### src/common/obj_settings.svh
`ifndef OBJ_SETTINGS_SVH
`define OBJ_SETTINGS_SVH

// visible pixels on one line
`define OBJ_SCREEN_W 320

`define OBJ_SPRITE_COUNT 256  // entries in sprite RAM
`define OBJ_PRIORITIES 16
`define OBJ_QUEUE_DEPTH 32    // per priority level, later sprites are dropped

// positions above these limits sit 512 lower, so sprites can enter from the edge
`define OBJ_Y_WRAP 384
`define OBJ_X_WRAP 384

`endif

### src/common/obj_sprite_pkg.sv
`default_nettype none

package obj_sprite_pkg;

    // word 0 of a sprite entry
    typedef struct packed {
        logic       active;
        logic       multi;    // chained sprite flag, ignored
        logic       yflip;    // ignored
        logic       xflip;
        logic [3:0] prio;
        logic [5:0] palette;
        logic [1:0] bank_hi;
    } spr_word0_t;

    typedef struct packed {
        logic        bank_lo;
        logic [14:0] tile;
    } spr_word1_t;

    // words 2 (x) and 3 (y) share one layout
    typedef struct packed {
        logic [8:0] pos;
        logic [2:0] rsvd;
        logic [3:0] size;   // tiles minus one
    } spr_pos_t;

    typedef struct packed {
        logic       valid;
        logic [3:0] prio;
        logic [7:0] index;
    } queue_push_t;

    typedef struct packed {
        logic       valid;
        logic [7:0] index;
    } queue_head_t;

endpackage

`default_nettype wire

### src/obj_scan/obj_priority_queue.sv
`timescale 1ns/1ps
`default_nettype none
`include "obj_settings.svh"

module obj_priority_queue import obj_sprite_pkg::*; (
    input  logic        clk96_i,
    input  logic        reset96_i,
    input  logic        clear_i,
    input  queue_push_t push_i,
    input  logic        pop_i,
    output queue_head_t head_o
);

    localparam int PW = $clog2(`OBJ_PRIORITIES);
    localparam int QW = $clog2(`OBJ_QUEUE_DEPTH);
    localparam logic [QW:0] DEPTH = `OBJ_QUEUE_DEPTH;

    logic [7:0]                 slot_q [`OBJ_PRIORITIES][`OBJ_QUEUE_DEPTH];
    logic [QW:0]                count_q [`OBJ_PRIORITIES];
    logic [QW-1:0]              rd_ptr_q;  // position inside the current level
    logic [`OBJ_PRIORITIES-1:0] mask_q;    // levels that still hold sprites
    logic [PW-1:0]              cur_pri;
    logic                       push_ok;

    // lowest non-empty level goes first
    always_comb begin
        cur_pri = '0;
        for (int p = `OBJ_PRIORITIES - 1; p >= 0; p--) begin
            if (mask_q[p])
                cur_pri = PW'(p);
        end
    end

    assign head_o  = '{valid: |mask_q, index: slot_q[cur_pri][rd_ptr_q]};
    assign push_ok = push_i.valid && (count_q[push_i.prio] != DEPTH);

    always_ff @(posedge clk96_i) begin
        if (push_ok)
            slot_q[push_i.prio][count_q[push_i.prio][QW-1:0]] <= push_i.index;
    end

    always_ff @(posedge clk96_i or posedge reset96_i) begin
        if (reset96_i) begin
            for (int p = 0; p < `OBJ_PRIORITIES; p++)
                count_q[p] <= '0;
            rd_ptr_q <= '0;
            mask_q   <= '0;
        end else if (clear_i) begin
            for (int p = 0; p < `OBJ_PRIORITIES; p++)
                count_q[p] <= '0;
            rd_ptr_q <= '0;
            mask_q   <= '0;
        end else begin
            if (push_ok) begin
                count_q[push_i.prio] <= count_q[push_i.prio] + 1'b1;
                mask_q[push_i.prio]  <= 1'b1;
            end
            if (pop_i && head_o.valid) begin
                if ({1'b0, rd_ptr_q} + 1'b1 == count_q[cur_pri]) begin
                    mask_q[cur_pri] <= 1'b0;  // level drained, move up
                    rd_ptr_q        <= '0;
                end else begin
                    rd_ptr_q <= rd_ptr_q + 1'b1;
                end
            end
        end
    end

endmodule

`default_nettype wire

### config.mk
export PLATFORM = sky130hd
export DESIGN_NAME = obj_priority_queue
export DESIGN_NICKNAME = d
export VERILOG_FILES = /design/src/common/obj_sprite_pkg.sv /design/src/obj_scan/obj_priority_queue.sv
export VERILOG_INCLUDE_DIRS = /design/src /design/src/common
export SDC_FILE = /design/constraint.sdc
export NUM_CORES = 2
export LEC_CHECK = 0
export BUFFER_PORTS_ARGS = -buffer_cell sky130_fd_sc_hd__buf_2
export CAP_MARGIN = 40
export CORE_MARGIN = 5
export CORE_UTILIZATION = 50
export CTS_CLUSTER_SIZE = 40
export DETAILED_ROUTE_END_ITERATION = 12
export PLACE_DENSITY_LB_ADDON = 0.1
export REMOVE_ABC_BUFFERS = 1
export SLEW_MARGIN = 20
export SYNTH_ARGS = -nofsm -noshare
export SYNTH_HDL_FRONTEND = slang
export SYNTH_SLANG_ARGS = --single-unit
### constraint.sdc
create_clock -name clk96_i -period 9.23 [get_ports clk96_i]
set_clock_uncertainty 0.1 [all_clocks]
set_input_delay 0.4615 -clock clk96_i [delete_from_list [all_inputs] [get_ports clk96_i]]
set_output_delay 0.4615 -clock clk96_i [all_outputs]
set_load 0.05 [all_outputs]
==> impl_metrics.toml <==
[timing]
fin_crit_sh = 0.8742
rsz0062_at_grt = "false"
slew_viol_final = 0
fmax_ghz = 0.1239
max_slew_margin = 0.01561
finalCriticalPeriod_ns = 8.069
tightest_slew_ns = 1.477
setup_violations = 0
hold_viol = 0

[global_route]
grt_first_pass_wirelength_um = 802900
track_usage = 0.3185
overflow = 0
grt_pass1_vias = 106700
antenna_found_initial = 40
grt_max_degree = 199

[synthesis]
synth.distinct_cells = 83
avgSynthCellArea_um2 = 13.09
netlist_instances = 12910
synth_edf_count = 4096
ys_ff_latch = 4213
synth_ff_type = "edfxtp_1"
ys_seq_area_frac = 0.7451
synthArstFlopShare = 0.02777
yosysWarnings = 0
syn_area_um2 = 169000

[floorplanning]
die_x_um = 591.4
die_area_um2 = 349700
io_pins = 26
num_rows = 213
core_um2 = 336600
initial_core_util = 0.5021
die_y_um = 591.4

[worst_setup_path]
crit_path_end_kind = "primary output"
critPathLaunchType = "register"
worstPathMaxFanout = 43
cp.arrival_ns = 7.51
worstSetupPathType = "reg2out"
worst_ep_required_time_ns = 8.67

[final_layout]
drive_gt1_frac = 0.09550
final_common_cell = "edfxtp_1"
syn2layout_area_growth_pct = 12.43
utilization = 0.5645
final_cell_mix = "edfxtp_1 (4096), nand2_1 (3490), nand3_1 (1244), nor2_1 (647), a21oi_1 (560)"
layout.nets = 13020

[place]
gp_congestion = 0.9136
port_buffers = 25
dpl.hpwl_um = 335100

[route]
vias_per_cell = 6.359
firstDrtPassIters = 8
wire_per_inst_um = 31.98
dr_total_vias = 113600
drc = 0
postRouteAntennaNets = 0
routed_wl_um = 571400
drtIter0Drc = 17030

[min_path]
hold_class = "in2async"

[pwr]
vdd_drop_max_v = 0.0001628
p_leak_nw = 65.28
finalPower_w = 0.04305
power_density_nw_per_um2 = 226.6

[run_status]
outcome = "finished clean"

[cts]
cts_buffers = 429
worstSkewPairLatency_ns = 1.01
cts_setup_buffers = 0
h-tree-depth = 5
cts_tree = "yes"
cts_resized = 0
cts_root_buffer = "clkbuf_16"
clkSinkCount = 4213
clock_path_buffers = 4
path_clk_slew_ns = 0.06

[flow_run]
maxCapViolCount = 0
## where the power goes
group | internal, W | total (W) | leakage [nW] | switching (W)
clock network | 0.00963 | 0.0170 | 6.61 | 0.00738
logic | 0.00120 | 0.00503 | 20.2 | 0.00383
registers | 0.0210 | 0.0210 | 38.4 | 0.0000137
## metal layers
metal	share of wire	track usage	vias to the layer above
met2	0.45	0.4784	7341
met5	0.00020	0	-
met1	0.39	0.4537	57260
met4	0.053	0.1456	16
met3	0.11	0.06223	1238
li1	-	-	47770
## synth_stat cells (all sizes together) (71+ instances only)
cell type | number | area share
nor2 | 664 | 0.015
buf | 600 | 0.018
a211oi | 113 | 0.0050
nor3 | 103 | 0.0031
o21ai | 103 | 0.0031
a31oi | 238 | 0.0088
o221ai | 71 | 0.0037
clkbuf | 303 | 0.0067
edfxtp | 4096 | 0.73
dfrtp | 117 | 0.017
mux2i | 309 | 0.018
nor4 | 85 | 0.0033
and3 | 181 | 0.0067
a21oi | 561 | 0.017
a311oi | 88 | 0.0046
nand3 | 1253 | 0.037
nand2 | 3517 | 0.078
## kinds of logic after synthesis
| family | share of synthesized area |
|---|---|
| compound gates | 0.05848 |
| xor+xnor | 0.0005997 |
| fa+ha+maj | 0.0003702 |
| buf+inv | 0.02505 |
| flops | 0.7451 |
| mux | 0.02297 |
| simple gates | 0.1474 |
## registers in the layout, indices dropped and copies added (netlist names)
signal	cells
slot_q	4096
count_q	96
rd_ptr_q	5
mask_q	16
## stage by stage
step           cell area [um^2]  std cells  setup TNS [ns]  worst slack [ns]  hold WS, ns
3_5_place_dp             175200      16950               0             2.391       0.4348
5_1_grt                  190000      17860               0             1.288       0.1061
4_1_cts                  188900      17740               0             1.284      0.02642
2_1_floorplan            164800      12000         -482.92            -19.69       0.3959
6_report                 190000      17870               0             1.161      0.05373
3_3_place_gp             174100      16840               0             2.173       0.4319
## worst paths after layout
kind / end / slack (ns) / cells past startpoint / start
worst max-delay path: head_o[0] / 1.16 / 13 / mask_q[2]
worst min-delay path: count_q[1] / 0.05 / 3 / reset96_i
worst max register to register: rd_ptr_q[1] / 3.23 / 14 / mask_q[1]
worst min register to register: count_q[67] / 0.45 / 2 / count_q[67]
max in group asynchronous: mask_q[14] / 7.92 / 5 / reset96_i
min in group clk96_i: slot_q[4][254] / 0.23 / 3 / push_i[12]
## worst max-delay path, stage by stage (launching register included)
cell and delay [ns]:
dfrtp_1 0.56, o21ai_4 0.72, buf_4 0.58, a21boi_4 0.41, buf_4 0.64, buf_4 0.66
a31oi_1 0.26, a32oi_1 0.24, a31o_2 0.20, o2111ai_1 0.41, o211ai_1 0.93, a32oi_1 0.31
buf_4 0.27, buf_2 0.22
## area by class of cell
type,instances,area [um^2]
tap,4515,5649
clock buffer,531,11300
fill,26850,146600
multi-input combinational,7778,39340
timing repair buffer,560,5468
inverter,12,47.55
sequential,4213,125900
clock inverter,247,2233
antenna,12,30.03
## what timing repair did
item | in CTS | in global routing
endpoints found under the hold margin | 717 | 0
endpoints found under the setup margin | 0 | 0
hold buffers | 12 | 0
Power figures use the tool's default switching activity.
