<file path="config.mk">
export PLATFORM = sky130hd
export DESIGN_NAME = obj_scanner
export DESIGN_NICKNAME = d
export VERILOG_FILES = /design/src/common/obj_sprite_pkg.sv /design/src/obj_scan/obj_scanner.sv
export VERILOG_INCLUDE_DIRS = /design/src /design/src/common
export SDC_FILE = /design/constraint.sdc
export NUM_CORES = 1
export LEC_CHECK = 0
export BUFFER_PORTS_ARGS = -buffer_cell sky130_fd_sc_hd__buf_2
export CORE_MARGIN = 5
export CORE_UTILIZATION = 50
export CTS_CLUSTER_SIZE = 40
export DETAILED_ROUTE_END_ITERATION = 12
export PLACE_DENSITY = 0.82
export SLEW_MARGIN = 20
export SYNTH_ARGS = -nofsm -noshare
export SYNTH_HDL_FRONTEND = slang
export SYNTH_SLANG_ARGS = --single-unit
</file>
<file path="constraint.sdc">
create_clock -name clk96_i -period 6.06 [get_ports clk96_i]
set_input_delay 0.606 -clock clk96_i [delete_from_list [all_inputs] [get_ports clk96_i]]
set_output_delay 0.606 -clock clk96_i [all_outputs]
set_load 0.01 [all_outputs]
</file>
<file path="src/common/obj_settings.svh">
`ifndef OBJ_SETTINGS_SVH
`define OBJ_SETTINGS_SVH

// visible pixels on one line
`define OBJ_SCREEN_W 320

`define OBJ_SPRITE_COUNT 256  // entries in sprite RAM
`define OBJ_PRIORITIES 16
`define OBJ_QUEUE_DEPTH 32    // per priority level, later sprites are dropped

// positions above these limits sit 512 lower, so sprites can enter from the edge
`define OBJ_Y_WRAP 384
`define OBJ_X_WRAP 384

`endif

</file>
<file path="src/common/obj_sprite_pkg.sv">
`default_nettype none

package obj_sprite_pkg;

    // word 0 of a sprite entry
    typedef struct packed {
        logic       active;
        logic       multi;    // chained sprite flag, ignored
        logic       yflip;    // ignored
        logic       xflip;
        logic [3:0] prio;
        logic [5:0] palette;
        logic [1:0] bank_hi;
    } spr_word0_t;

    typedef struct packed {
        logic        bank_lo;
        logic [14:0] tile;
    } spr_word1_t;

    // words 2 (x) and 3 (y) share one layout
    typedef struct packed {
        logic [8:0] pos;
        logic [2:0] rsvd;
        logic [3:0] size;   // tiles minus one
    } spr_pos_t;

    typedef struct packed {
        logic       valid;
        logic [3:0] prio;
        logic [7:0] index;
    } queue_push_t;

    typedef struct packed {
        logic       valid;
        logic [7:0] index;
    } queue_head_t;

endpackage

`default_nettype wire

</file>
<file path="src/obj_scan/obj_scanner.sv">
`timescale 1ns/1ps
`default_nettype none
`include "obj_settings.svh"

module obj_scanner import obj_sprite_pkg::*; (
    input  logic               clk96_i,
    input  logic               reset96_i,
    input  logic               hb_i,
    input  logic               vb_i,
    input  logic [8:0]         vrender_i,
    input  logic signed [12:0] scroll_y_i,
    output logic [9:0]         spr_a_addr_o,
    input  logic [15:0]        spr_a_data_i,
    output queue_push_t        push_o,
    output logic               line_start_o,
    output logic               scan_done_o
);

    logic               hb_q;
    logic               start_q;
    logic               done_q;
    logic [7:0]         idx_q;
    logic [1:0]         phase_q;  // 0 addr word 0, 1 addr word 3, 2 test
    spr_word0_t         w0_q;
    spr_pos_t           w3;
    logic               go;
    logic [8:0]         y_mod;
    logic signed [10:0] y_pos;
    logic signed [10:0] y_end;
    logic signed [10:0] v;
    logic               hit;

    // lines start on the falling edge of hblank, only line 0 starts inside vblank
    assign go = hb_q & ~hb_i & (~vb_i | (vrender_i == 9'd0));

    assign spr_a_addr_o = {idx_q, (phase_q == 2'd0) ? 2'd0 : 2'd3};
    assign w3 = spr_a_data_i;  // word 3 is on the bus in phase 2

    always_comb begin
        y_mod = w3.pos + scroll_y_i[8:0];
        y_pos = {2'b00, y_mod} - ((y_mod > `OBJ_Y_WRAP) ? 11'd512 : 11'd0);
        y_end = y_pos + 11'(({7'd0, w3.size} + 11'd1) << 3);
        v     = {2'b00, vrender_i};
        hit   = w0_q.active && (v >= y_pos) && (v < y_end);
    end

    assign push_o = '{valid: !done_q && (phase_q == 2'd2) && hit,
                      prio:  w0_q.prio,
                      index: idx_q};
    assign line_start_o = start_q;
    assign scan_done_o  = done_q;

    always_ff @(posedge clk96_i or posedge reset96_i) begin
        if (reset96_i) begin
            hb_q    <= 1'b0;
            start_q <= 1'b0;
            done_q  <= 1'b1;
            idx_q   <= 8'd0;
            phase_q <= 2'd0;
        end else begin
            hb_q    <= hb_i;
            start_q <= go;
            if (go) begin
                done_q  <= 1'b0;
                idx_q   <= 8'd0;
                phase_q <= 2'd0;
            end else if (!done_q) begin
                if (phase_q == 2'd2) begin
                    phase_q <= 2'd0;
                    idx_q   <= idx_q + 8'd1;
                    if (idx_q == 8'(`OBJ_SPRITE_COUNT - 1))
                        done_q <= 1'b1;  // last push lands in the queue on this edge
                end else begin
                    phase_q <= phase_q + 2'd1;
                end
            end
        end
    end

    always_ff @(posedge clk96_i) begin
        if (phase_q == 2'd1)
            w0_q <= spr_a_data_i;
    end

endmodule

`default_nettype wire

</file>
==> reports/qor.csv <==
metric,value,unit
outcome,"complete, no violations",
port_buffers,59,
root_buffer,clkbuf_8,
final_common_cell,buf_2,
grt_overflow,0,
synth_edf_count,5,
clock_sinks,18,
antenna_found_initial,0,
tightest_slew,0.827,ns
fin_nets,329,
cts_max_level,1,
netlist-cell-type-count,48,
finalWirelength,3.98,mm
die_x,71.5,µm
synth_area_leaders,"ha_1, dfrtp_1, edfxtp_1",
crit_fanout,3,
swShare,39.6,%
syn_inst,205,
first_pass_iters,4,
layout_common_cells,"buf_2, ha_1, nor2_1, inv_1, a21oi_1",
coreArea,3660,µm²
period_share,79.2,%
tns,0,ns
synth_top_area_cell,ha_1,
cts_setup_buffers,0,
pwr-share-comb,52.7,%
internal_power,0.357,mW
syn_to_final_growth,16.3,%
critPathKind,in -> out,
r2r_cells,5,
avgSynthCellArea,9.22,µm²
synthesis.nets,279,
start_kind,primary input,
clk_pin_slew,0.07,ns
hold_viol,0,
ys.warnings.count,0,
critPathSlowestCell,fa_1,
drive_above_1_share,29.5,%
synth_area,1890,µm²
synth-seq-area-share,25.2,%
clk_latency,0.25,ns
ys_seq_elements,18,
drv_slew,0,
p_leak,1.16,nW
r2r_end,idx_q[7]$_DFFE_PP0P_,
clock_skew,0.00263,ns
antenna_left,0,
ir_drop,142,µV
maxCapViolCount,0,
first_iter_violations,61,
cts-resized-gates,0,
routabilityCongestion,0.848,
drt_drc_violations_left,0,
end_kind,output pin,
synth_flop_cell,dfrtp_1,
vias_per_cell,5.30,
max_stage_delay,0.43,ns
rsz0062_at_grt,false,
power.density,269,nW/µm²
crit_chain,"buf_2, ha_1, inv_1, fa_1, nor2b_4, o31a_1, xor2_1, ha_1, a21o_1, a21oi_1, o21bai_1, a21oi_1, xnor2_1, ha_1, o21ai_0, a21oi_1, or3_1, a22oi_1, buf_2",
routedWlPerCell,13.2,µm
synth_top_area_share,19.9,%
pwr-share-clk,16.6,%
switching_power,0.234,mW
dp_hpwl,3.49,mm
grt_pass1_vias,1575,
utilization,60.1,%
ys_async_sr_fraction,72.2,%
required,5.45,ns
grt_pass1_wl,6.66,mm
dieArea,5110,µm²
cts_tree,done,
grtUsageTotal,16.0,%
postCtsHoldBufs,0,
seqPwrFrac,30.7,%
reg2reg_setup_slack,4.53,ns
hp-class,in -> async,
r2r-start,phase_q[0]$_DFFE_PP0P_,
fmax,208,MHz
num_io_pins,67,
slew_headroom,44.9,%
grt_max_degree,14,
worstPathArrival,4.19,ns
initial_core_util,51.6,%
setup_viol,0,
die_h,71.5,µm
num_antenna_cells,0,
clockBufferDepth,2,
num_rows,22,
period_minus_slack,4.80,ns
cts_buffers,3,
num_vias,1600,
[cells by family (layout without fill, tap and decap cells)]
group                    count (synthesis)  after routing  share of synthesized area, %
buffers and inverters                   32             81                          8.93
flip-flops                              18             18                          25.2
XOR/XNOR                                19             19                          9.20
AO/OA/AOI/OAI                           43             43                          14.8
adder cells (fa/ha/maj)                 32             32                          22.0
multiplexers                             2              2                          1.06
AND/OR/NAND/NOR                         59             59                          18.8
[cells in the mapped netlist (all sizes together) (4+ instances only)]
master,instances
ha,30
o21bai,4
a21o,5
nor2,18
and3,4
a21oi,16
xor2,12
o21ai,8
dfrtp,12
edfxtp,5
xnor2,7
inv,18
nand2,7
nand3,6
buf,13
[power groups by stage]
| stage | clock network [mW] | registers, mW | logic (mW) |
|---|---|---|---|
| after floorplan | 0 | 0.184 | 0.245 |
| after global placement | 0 | 0.183 | 0.303 |
| after detailed placement | 0 | 0.184 | 0.313 |
| after CTS | 0.101 | 0.182 | 0.315 |
| after global routing | 0.105 | 0.188 | 0.355 |
| final | 0.0979 | 0.182 | 0.311 |
[layer usage]
layer / up-vias / track usage [%] / part of all wire, %
met5: - / 0 / 0
met4: 0 / 2.71 / 0.25
met3: 2 / 4.07 / 6.9
met2: 49 / 28.6 / 50
met1: 738 / 19.4 / 43
li1: 811 / - / -
[flip-flops by register name (all words and copies together) (netlist names)]
signal        flops
hb_q              1
idx_q             8
line_start_o      1
phase_q           2
push_o            4
scan_done_o       1
w0_q              1
[metrics by stage]
step           instances  setup WS [ns]  instance area, µm²  power (mW)  hold slack (ns)
2_1_floorplan        205           1.73                1890       0.429            0.482
3_3_place_gp         298           1.32                2140       0.486            0.555
3_5_place_dp         298           1.25                2140       0.497            0.571
4_1_cts              302           1.24                2200       0.598            0.371
5_1_grt              302          0.993                2200       0.649            0.404
6_report             302           1.26                2200       0.591            0.355
[final cells by class]
class | count | area (µm²)
well taps | 48 | 60.1
inverters | 18 | 67.6
clock buffers | 4 | 55.1
flip-flops and latches | 18 | 477
multi-input cells | 155 | 1240
fillers | 366 | 1460
repair buffers | 59 | 295
[worst max path at each step]
stage	from	end	cells after the start
2_1_floorplan	scroll_y_i[0]	push_o[12]	17
3_3_place_gp	scroll_y_i[0]	push_o[12]	19
3_5_place_dp	scroll_y_i[0]	push_o[12]	19
4_1_cts	scroll_y_i[0]	push_o[12]	19
5_1_grt	scroll_y_i[0]	push_o[12]	19
6_report	scroll_y_i[0]	push_o[12]	19
[critical path: cells and delay by family]
family	cells	cell delay [ns]
adders and majority gates	4	1.14
AOI/OAI and AO/OA	8	1.25
and+or+nand+nor	2	0.44
xor gates and xnor gates	2	0.45
buffers and inverters	3	0.30
Note: power is estimated with default switching activity, not from simulation.
