$ cat config.mk
export PLATFORM = sky130hd
export DESIGN_NAME = obj_tile_renderer
export DESIGN_NICKNAME = d
export VERILOG_FILES = /design/src/common/obj_draw_pkg.sv /design/src/common/obj_sprite_pkg.sv /design/src/obj_draw/obj_tile_renderer.sv
export VERILOG_INCLUDE_DIRS = /design/src /design/src/common
export SDC_FILE = /design/constraint.sdc
export NUM_CORES = 1
export LEC_CHECK = 0
export ABC_AREA = 1
export CAP_MARGIN = 5
export CORE_UTILIZATION = 40
export DETAILED_ROUTE_END_ITERATION = 10
export DONT_BUFFER_PORTS = 1
export PLACE_DENSITY = 0.54
export RECOVER_POWER = 100
export SLEW_MARGIN = 40
export SYNTH_ARGS = -nofsm -noshare
export SYNTH_HDL_FRONTEND = slang
export SYNTH_SLANG_ARGS = --single-unit
export TNS_END_PERCENT = 10
$ cat constraint.sdc
create_clock -name clk96_i -period 5.1 [get_ports clk96_i]
set_input_delay 0.765 -clock clk96_i [delete_from_list [all_inputs] [get_ports clk96_i]]
set_output_delay 0.765 -clock clk96_i [all_outputs]
set_load 0.05 [all_outputs]
$ cat src/common/obj_settings.svh
`ifndef OBJ_SETTINGS_SVH
`define OBJ_SETTINGS_SVH

// visible pixels on one line
`define OBJ_SCREEN_W 320

`define OBJ_SPRITE_COUNT 256  // entries in sprite RAM
`define OBJ_PRIORITIES 16
`define OBJ_QUEUE_DEPTH 32    // per priority level, later sprites are dropped

// positions above these limits sit 512 lower, so sprites can enter from the edge
`define OBJ_Y_WRAP 384
`define OBJ_X_WRAP 384

`endif

$ cat src/common/obj_draw_pkg.sv
`default_nettype none

package obj_draw_pkg;

    // graphics ROM request, held while gfx_cs is high
    typedef struct packed {
        logic [14:0] tile;
        logic [15:0] offset;  // byte offset of the 8 pixel slice inside the tile
        logic [3:0]  bank;
    } gfx_req_t;

    typedef struct packed {
        logic [3:0] prio;
        logic [6:0] palette;
        logic [3:0] code;     // 0 is transparent
    } obj_pixel_t;

    typedef struct packed {
        logic       we;
        logic [8:0] addr;
        obj_pixel_t pixel;
    } line_wr_t;

endpackage

`default_nettype wire

$ cat src/common/obj_sprite_pkg.sv
`default_nettype none

package obj_sprite_pkg;

    // word 0 of a sprite entry
    typedef struct packed {
        logic       active;
        logic       multi;    // chained sprite flag, ignored
        logic       yflip;    // ignored
        logic       xflip;
        logic [3:0] prio;
        logic [5:0] palette;
        logic [1:0] bank_hi;
    } spr_word0_t;

    typedef struct packed {
        logic        bank_lo;
        logic [14:0] tile;
    } spr_word1_t;

    // words 2 (x) and 3 (y) share one layout
    typedef struct packed {
        logic [8:0] pos;
        logic [2:0] rsvd;
        logic [3:0] size;   // tiles minus one
    } spr_pos_t;

    typedef struct packed {
        logic       valid;
        logic [3:0] prio;
        logic [7:0] index;
    } queue_push_t;

    typedef struct packed {
        logic       valid;
        logic [7:0] index;
    } queue_head_t;

endpackage

`default_nettype wire

$ cat src/obj_draw/obj_tile_renderer.sv
`timescale 1ns/1ps
`default_nettype none
`include "obj_settings.svh"

module obj_tile_renderer import obj_sprite_pkg::*, obj_draw_pkg::*; (
    input  logic               clk96_i,
    input  logic               reset96_i,
    input  logic               line_start_i,
    input  logic               scan_done_i,
    input  queue_head_t        head_i,
    output logic               pop_o,
    input  logic [8:0]         vrender_i,
    input  logic signed [12:0] scroll_x_i,
    input  logic signed [12:0] scroll_y_i,
    output logic [9:0]         spr_b_addr_o,
    input  logic [15:0]        spr_b_data_i,
    output logic               gfx_cs_o,
    output gfx_req_t           gfx_req_o,
    input  logic               gfx_ok_i,
    input  logic [31:0]        gfx_data_i,
    output line_wr_t           line_wr_o
);

    localparam logic [2:0] S_IDLE  = 3'd0;
    localparam logic [2:0] S_FETCH = 3'd1;  // four attribute words
    localparam logic [2:0] S_CALC  = 3'd2;
    localparam logic [2:0] S_REQ   = 3'd3;
    localparam logic [2:0] S_WAIT  = 3'd4;
    localparam logic [2:0] S_DRAW  = 3'd5;

    logic [2:0]         state_q;
    logic [2:0]         wcnt_q;
    logic [4:0]         col_q;    // tile column inside the sprite
    logic [2:0]         px_q;
    logic               cut_q;    // line restarted while the ROM was busy
    logic               cs_q;
    logic               we_q;
    logic [7:0]         idx_q;
    spr_word0_t         w0_q;
    spr_word1_t         w1_q;
    spr_pos_t           w2_q;
    spr_pos_t           w3_q;
    logic signed [10:0] x_pos_q;
    logic [6:0]         row_q;
    logic [31:0]        slice_q;
    gfx_req_t           req_q;
    logic [8:0]         wr_addr_q;
    obj_pixel_t         wr_pix_q;

    logic [8:0]         x_mod;
    logic [8:0]         y_mod;
    logic signed [10:0] x_wrap;
    logic signed [10:0] y_wrap;
    logic [10:0]        row_full;
    logic [15:0]        tile_off;
    logic signed [10:0] x_pix;
    logic [2:0]         nib;
    logic [3:0]         code;
    logic               pix_on;

    always_comb begin
        x_mod    = w2_q.pos + scroll_x_i[8:0];
        y_mod    = w3_q.pos + scroll_y_i[8:0];
        x_wrap   = {2'b00, x_mod} - ((x_mod > `OBJ_X_WRAP) ? 11'd512 : 11'd0);
        y_wrap   = {2'b00, y_mod} - ((y_mod > `OBJ_Y_WRAP) ? 11'd512 : 11'd0);
        row_full = {2'b00, vrender_i} - y_wrap;
        // tile rows are (xsize+1) tiles of 32 bytes, one slice row is 4 bytes
        tile_off = 16'(row_q[6:3]) * ((16'(w2_q.size) + 16'd1) << 5)
                 + 16'(row_q[2:0]) * 16'd4 + 16'(col_q) * 16'd32;
        x_pix    = x_pos_q + 11'({col_q, px_q});
        nib      = px_q ^ {3{w0_q.xflip}};  // reversed slice under xflip
        code     = slice_q[{nib, 2'b00} +: 4];
        pix_on   = (code != 4'd0) && (x_pix >= 0) && (x_pix < `OBJ_SCREEN_W);
    end

    assign pop_o        = (state_q == S_IDLE) && scan_done_i && head_i.valid;
    assign spr_b_addr_o = {idx_q, wcnt_q[1:0]};
    assign gfx_cs_o     = cs_q;
    assign gfx_req_o    = req_q;
    assign line_wr_o    = '{we: we_q, addr: wr_addr_q, pixel: wr_pix_q};

    always_ff @(posedge clk96_i or posedge reset96_i) begin
        if (reset96_i) begin
            state_q <= S_IDLE;
            wcnt_q  <= 3'd0;
            col_q   <= 5'd0;
            px_q    <= 3'd0;
            cut_q   <= 1'b0;
            cs_q    <= 1'b0;
            we_q    <= 1'b0;
        end else begin
            we_q <= 1'b0;
            case (state_q)
                S_IDLE: begin
                    if (pop_o) begin
                        state_q <= S_FETCH;
                        wcnt_q  <= 3'd0;
                    end
                end
                S_FETCH: begin
                    wcnt_q <= wcnt_q + 3'd1;
                    if (wcnt_q == 3'd4)
                        state_q <= S_CALC;
                end
                S_CALC: begin
                    col_q   <= 5'd0;
                    state_q <= S_REQ;
                end
                S_REQ: begin
                    if (col_q > {1'b0, w2_q.size}) begin
                        state_q <= S_IDLE;
                    end else if (!gfx_ok_i) begin  // previous cycle fully closed
                        cs_q    <= 1'b1;
                        state_q <= S_WAIT;
                    end
                end
                S_WAIT: begin
                    if (gfx_ok_i) begin
                        cs_q    <= 1'b0;
                        px_q    <= 3'd0;
                        cut_q   <= 1'b0;
                        state_q <= cut_q ? S_IDLE : S_DRAW;
                    end
                end
                S_DRAW: begin
                    we_q <= pix_on;
                    px_q <= px_q + 3'd1;
                    if (px_q == 3'd7) begin
                        col_q   <= col_q + 5'd1;
                        state_q <= S_REQ;
                    end
                end
                default: state_q <= S_IDLE;
            endcase

            // a new line cuts the sprite off, but an open ROM cycle runs to its end
            if (line_start_i || cut_q) begin
                if (state_q != S_WAIT) begin
                    state_q <= S_IDLE;
                    cs_q    <= 1'b0;
                    we_q    <= 1'b0;
                    cut_q   <= 1'b0;
                end else if (line_start_i || !gfx_ok_i) begin
                    cut_q <= 1'b1;
                end
            end
        end
    end

    always_ff @(posedge clk96_i) begin
        if (pop_o)
            idx_q <= head_i.index;
        if (state_q == S_FETCH) begin
            case (wcnt_q)
                3'd1: w0_q <= spr_b_data_i;
                3'd2: w1_q <= spr_b_data_i;
                3'd3: w2_q <= spr_b_data_i;
                3'd4: w3_q <= spr_b_data_i;
                default: ;
            endcase
        end
        if (state_q == S_CALC) begin
            x_pos_q <= x_wrap;
            row_q   <= row_full[6:0];
        end
        if (state_q == S_REQ)
            req_q <= '{tile:   w1_q.tile,
                       offset: tile_off,
                       bank:   {1'b0, w0_q.bank_hi, w1_q.bank_lo}};
        if (state_q == S_WAIT && gfx_ok_i)
            slice_q <= gfx_data_i;
        if (state_q == S_DRAW) begin
            wr_addr_q <= x_pix[8:0];
            wr_pix_q  <= '{prio: w0_q.prio, palette: {1'b0, w0_q.palette}, code: code};
        end
    end

endmodule

`default_nettype wire

==> results.yml <==
status:
  status: "complete, but fails checks"
  failed_checks: "capacitance limit, slew limit"
grt:
  grt_first_pass_wirelength_um: 26700
  antenna_found_initial: 0
  grt_max_degree: 34
  grt-ovfl-total: 0
  grt_pass1_vias: 5172
  grt_use_total: 0.162
synth:
  yosys_warnings: 0
  synth_top_area_frac: 0.564
  ys_ff_latch: 177
  synth_ff_type: "edfxtp_1"
  synth-edff-count: 160
  ys_top_cells_by_area: "edfxtp_1, ha_1, nand2_1"
  seq_area_frac_synth: 0.614
  postSynthAreaPerCell_um2: 11.5
  async_flop_share: 0.0960
  yosys-top-cells-count: "edfxtp_1, nand2_1, inv_1"
  ys_types: 34
  synth_area_leader_cell: "edfxtp_1"
  synth.cell_area_um2: 8510
  yosysMostFrequentCell: "edfxtp_1"
  syn_inst: 739
sta:
  finalCriticalPeriod_ps: 4010
  tightest_slew_ps: 1950
  fin_setup_tns_ps: 0
  max_slew_margin: -0.313
  period_share: 0.787
  fin_skew_ps: 11.5
  hold_viol_final: 0
  rsz0062_at_grt: "no"
  slew_violations: 65
  setup_viol: 0
  fmax_mhz: 249
floorplanning:
  coreArea_um2: 21000
  chipHeight_um: 148
  start_util: 0.406
  rows: 53
  die-area_um2: 21900
  pin_count: 169
  die_w_um: 148
power_and_ir_drop:
  ir_drop_mv: 0.208
  finalPower_mw: 3.32
  power.density_nw_per_um2: 354
  cellLeakagePower_nw: 3.97
clock_tree:
  clockBufferDepth: 2
  clk_latency_ps: 430
  path_clk_slew_ps: 70
  clock_sinks: 177
  ctsHoldBuffers: 0
  htreeDepth: 4
  cts_tree: "built"
  post-cts-setup-buffers: 0
  numCtsBuffers: 17
  cts_resized: 0
  cts_root_buf: "clkbuf_16"
critical_path:
  cp-start-kind: "flip-flop"
  critPathKind: "flip-flop to flip-flop"
  cp.arrival_ps: 4200
  crit_path_max_fanout: 6
  end_kind: "flip-flop"
  reg2reg_depth: 15
  cp.required_ps: 5280
drt:
  drt_iter0_markers: 228
  wl_per_cell_um: 16.2
  drt_wl_total_um: 17000
  via_count: 4955
  drt_pass1_iterations: 5
  via_per_inst: 4.74
  drc: 0
  ant_nets: 0
layout:
  drive_gt1_frac: 0.0532
  n_antenna_cell: 0
  area_growth_syn_to_layout_pct: 10.2
  nets: 924
placed_design:
  hpwl_um: 12800
  place_congestion: 0.874
  io_buffers: 0
min_path:
  hp-class: "input pin to asynchronous set/reset pin"
job:
  max-cap-violations: 3
-- metal layers --
metal / wire length [um] / share of wire / track usage
met3: 1630 / 0.096 / 0.0827
met2: 8070 / 0.48 / 0.267
met5: 0 / 0 / 0
met1: 7200 / 0.42 / 0.185
met4: 59 / 0.0035 / 0.0423
-- power breakdown --
part	internal, mW	switching, mW	total, mW
combinational	0.115	0.213	0.328
clock	0.661	0.618	1.28
sequential	1.64	0.0757	1.71
total	2.41	0.907	3.32
-- cell usage in the layout (no fill, tap or decap), drive strengths merged, types with 11 or more instances in the layout --
cell type,count
a21oi,35
clkbuf,24
dfrtp,17
edfxtp,160
fa,11
ha,59
inv,129
nand2,146
nand3,60
nor2,41
o21ai,14
xnor2,17
xor2,20
-- registers in the layout (all words and copies together), names as in the netlist, 3 cells and up --
register,count
wcnt_q,3
w2_q,13
wr_addr_q,9
row_q,7
px_q,3
x_pos_q,10
w1_q,16
state_q,3
idx_q,8
line_wr_o,14
w0_q,13
col_q,5
w3_q,7
gfx_req_o,31
slice_q,32
-- through the flow --
step                hold WS [ps]  instances  worst slack (ps)  utilization  cell area [um2]
floorplan                    400        743              1350            -             8530
global placement             401       1013              1130        0.422             8840
detailed placement           406       1013              1040        0.423             8860
CTS                          347       1045              1050        0.451             9440
global route                 393       1045               811        0.448             9380
finish                       342       1045              1090        0.448             9380
-- final timing paths --
check / from / to / slack [ps]
max: w2_q[0]$_DFFE_PP_ / gfx_req_o[17]$_DFFE_PP_ / 1090
min: reset96_i / px_q[0]$_DFFE_PP0P_ / 340
max reg2reg: w2_q[0]$_DFFE_PP_ / gfx_req_o[17]$_DFFE_PP_ / 1090
min reg2reg: w1_q[0]$_DFFE_PP_ / gfx_req_o[20]$_DFFE_PP_ / 420
max in group asynchronous: reset96_i / col_q[0]$_DFFE_PP0P_ / 4310
min in group clk96_i: w1_q[0]$_DFFE_PP_ / gfx_req_o[20]$_DFFE_PP_ / 420
-- kinds of logic (layout without fill, tap and decap cells) --
kind of cell,after synthesis,in the layout,share of synthesized area
simple gates,265,265,0.134
xor+xnor,37,37,0.0398
compound gates,57,57,0.0353
flops,177,177,0.614
fa+ha+maj,70,70,0.113
buf+inv,132,159,0.0638
other cells,1,5,0.000440
-- critical path, stage by stage, from the launching register on --
cell and delay, ps:
edfxtp_1 490, ha_1 270, xor2_1 280, nand2_1 110, fa_1 470, fa_1 540
fa_1 540, inv_1 40, ha_1 330, nand3_1 90, nand3_1 110, a21oi_1 80
nor2_1 170, nand3_1 120, nand2_1 90, nand2_1 50
-- layout make-up --
type                            instances  area, um2
Inverter                              120        450
Sequential cell                       177       5230
Multi-Input combinational cell        434       2740
Tap cell                              275        344
Fill cell                            1977      11600
Timing Repair Buffer                    7       26.3
Clock buffer                           17        425
Clock inverter                         15        163
(Power assumes the default switching activity.)
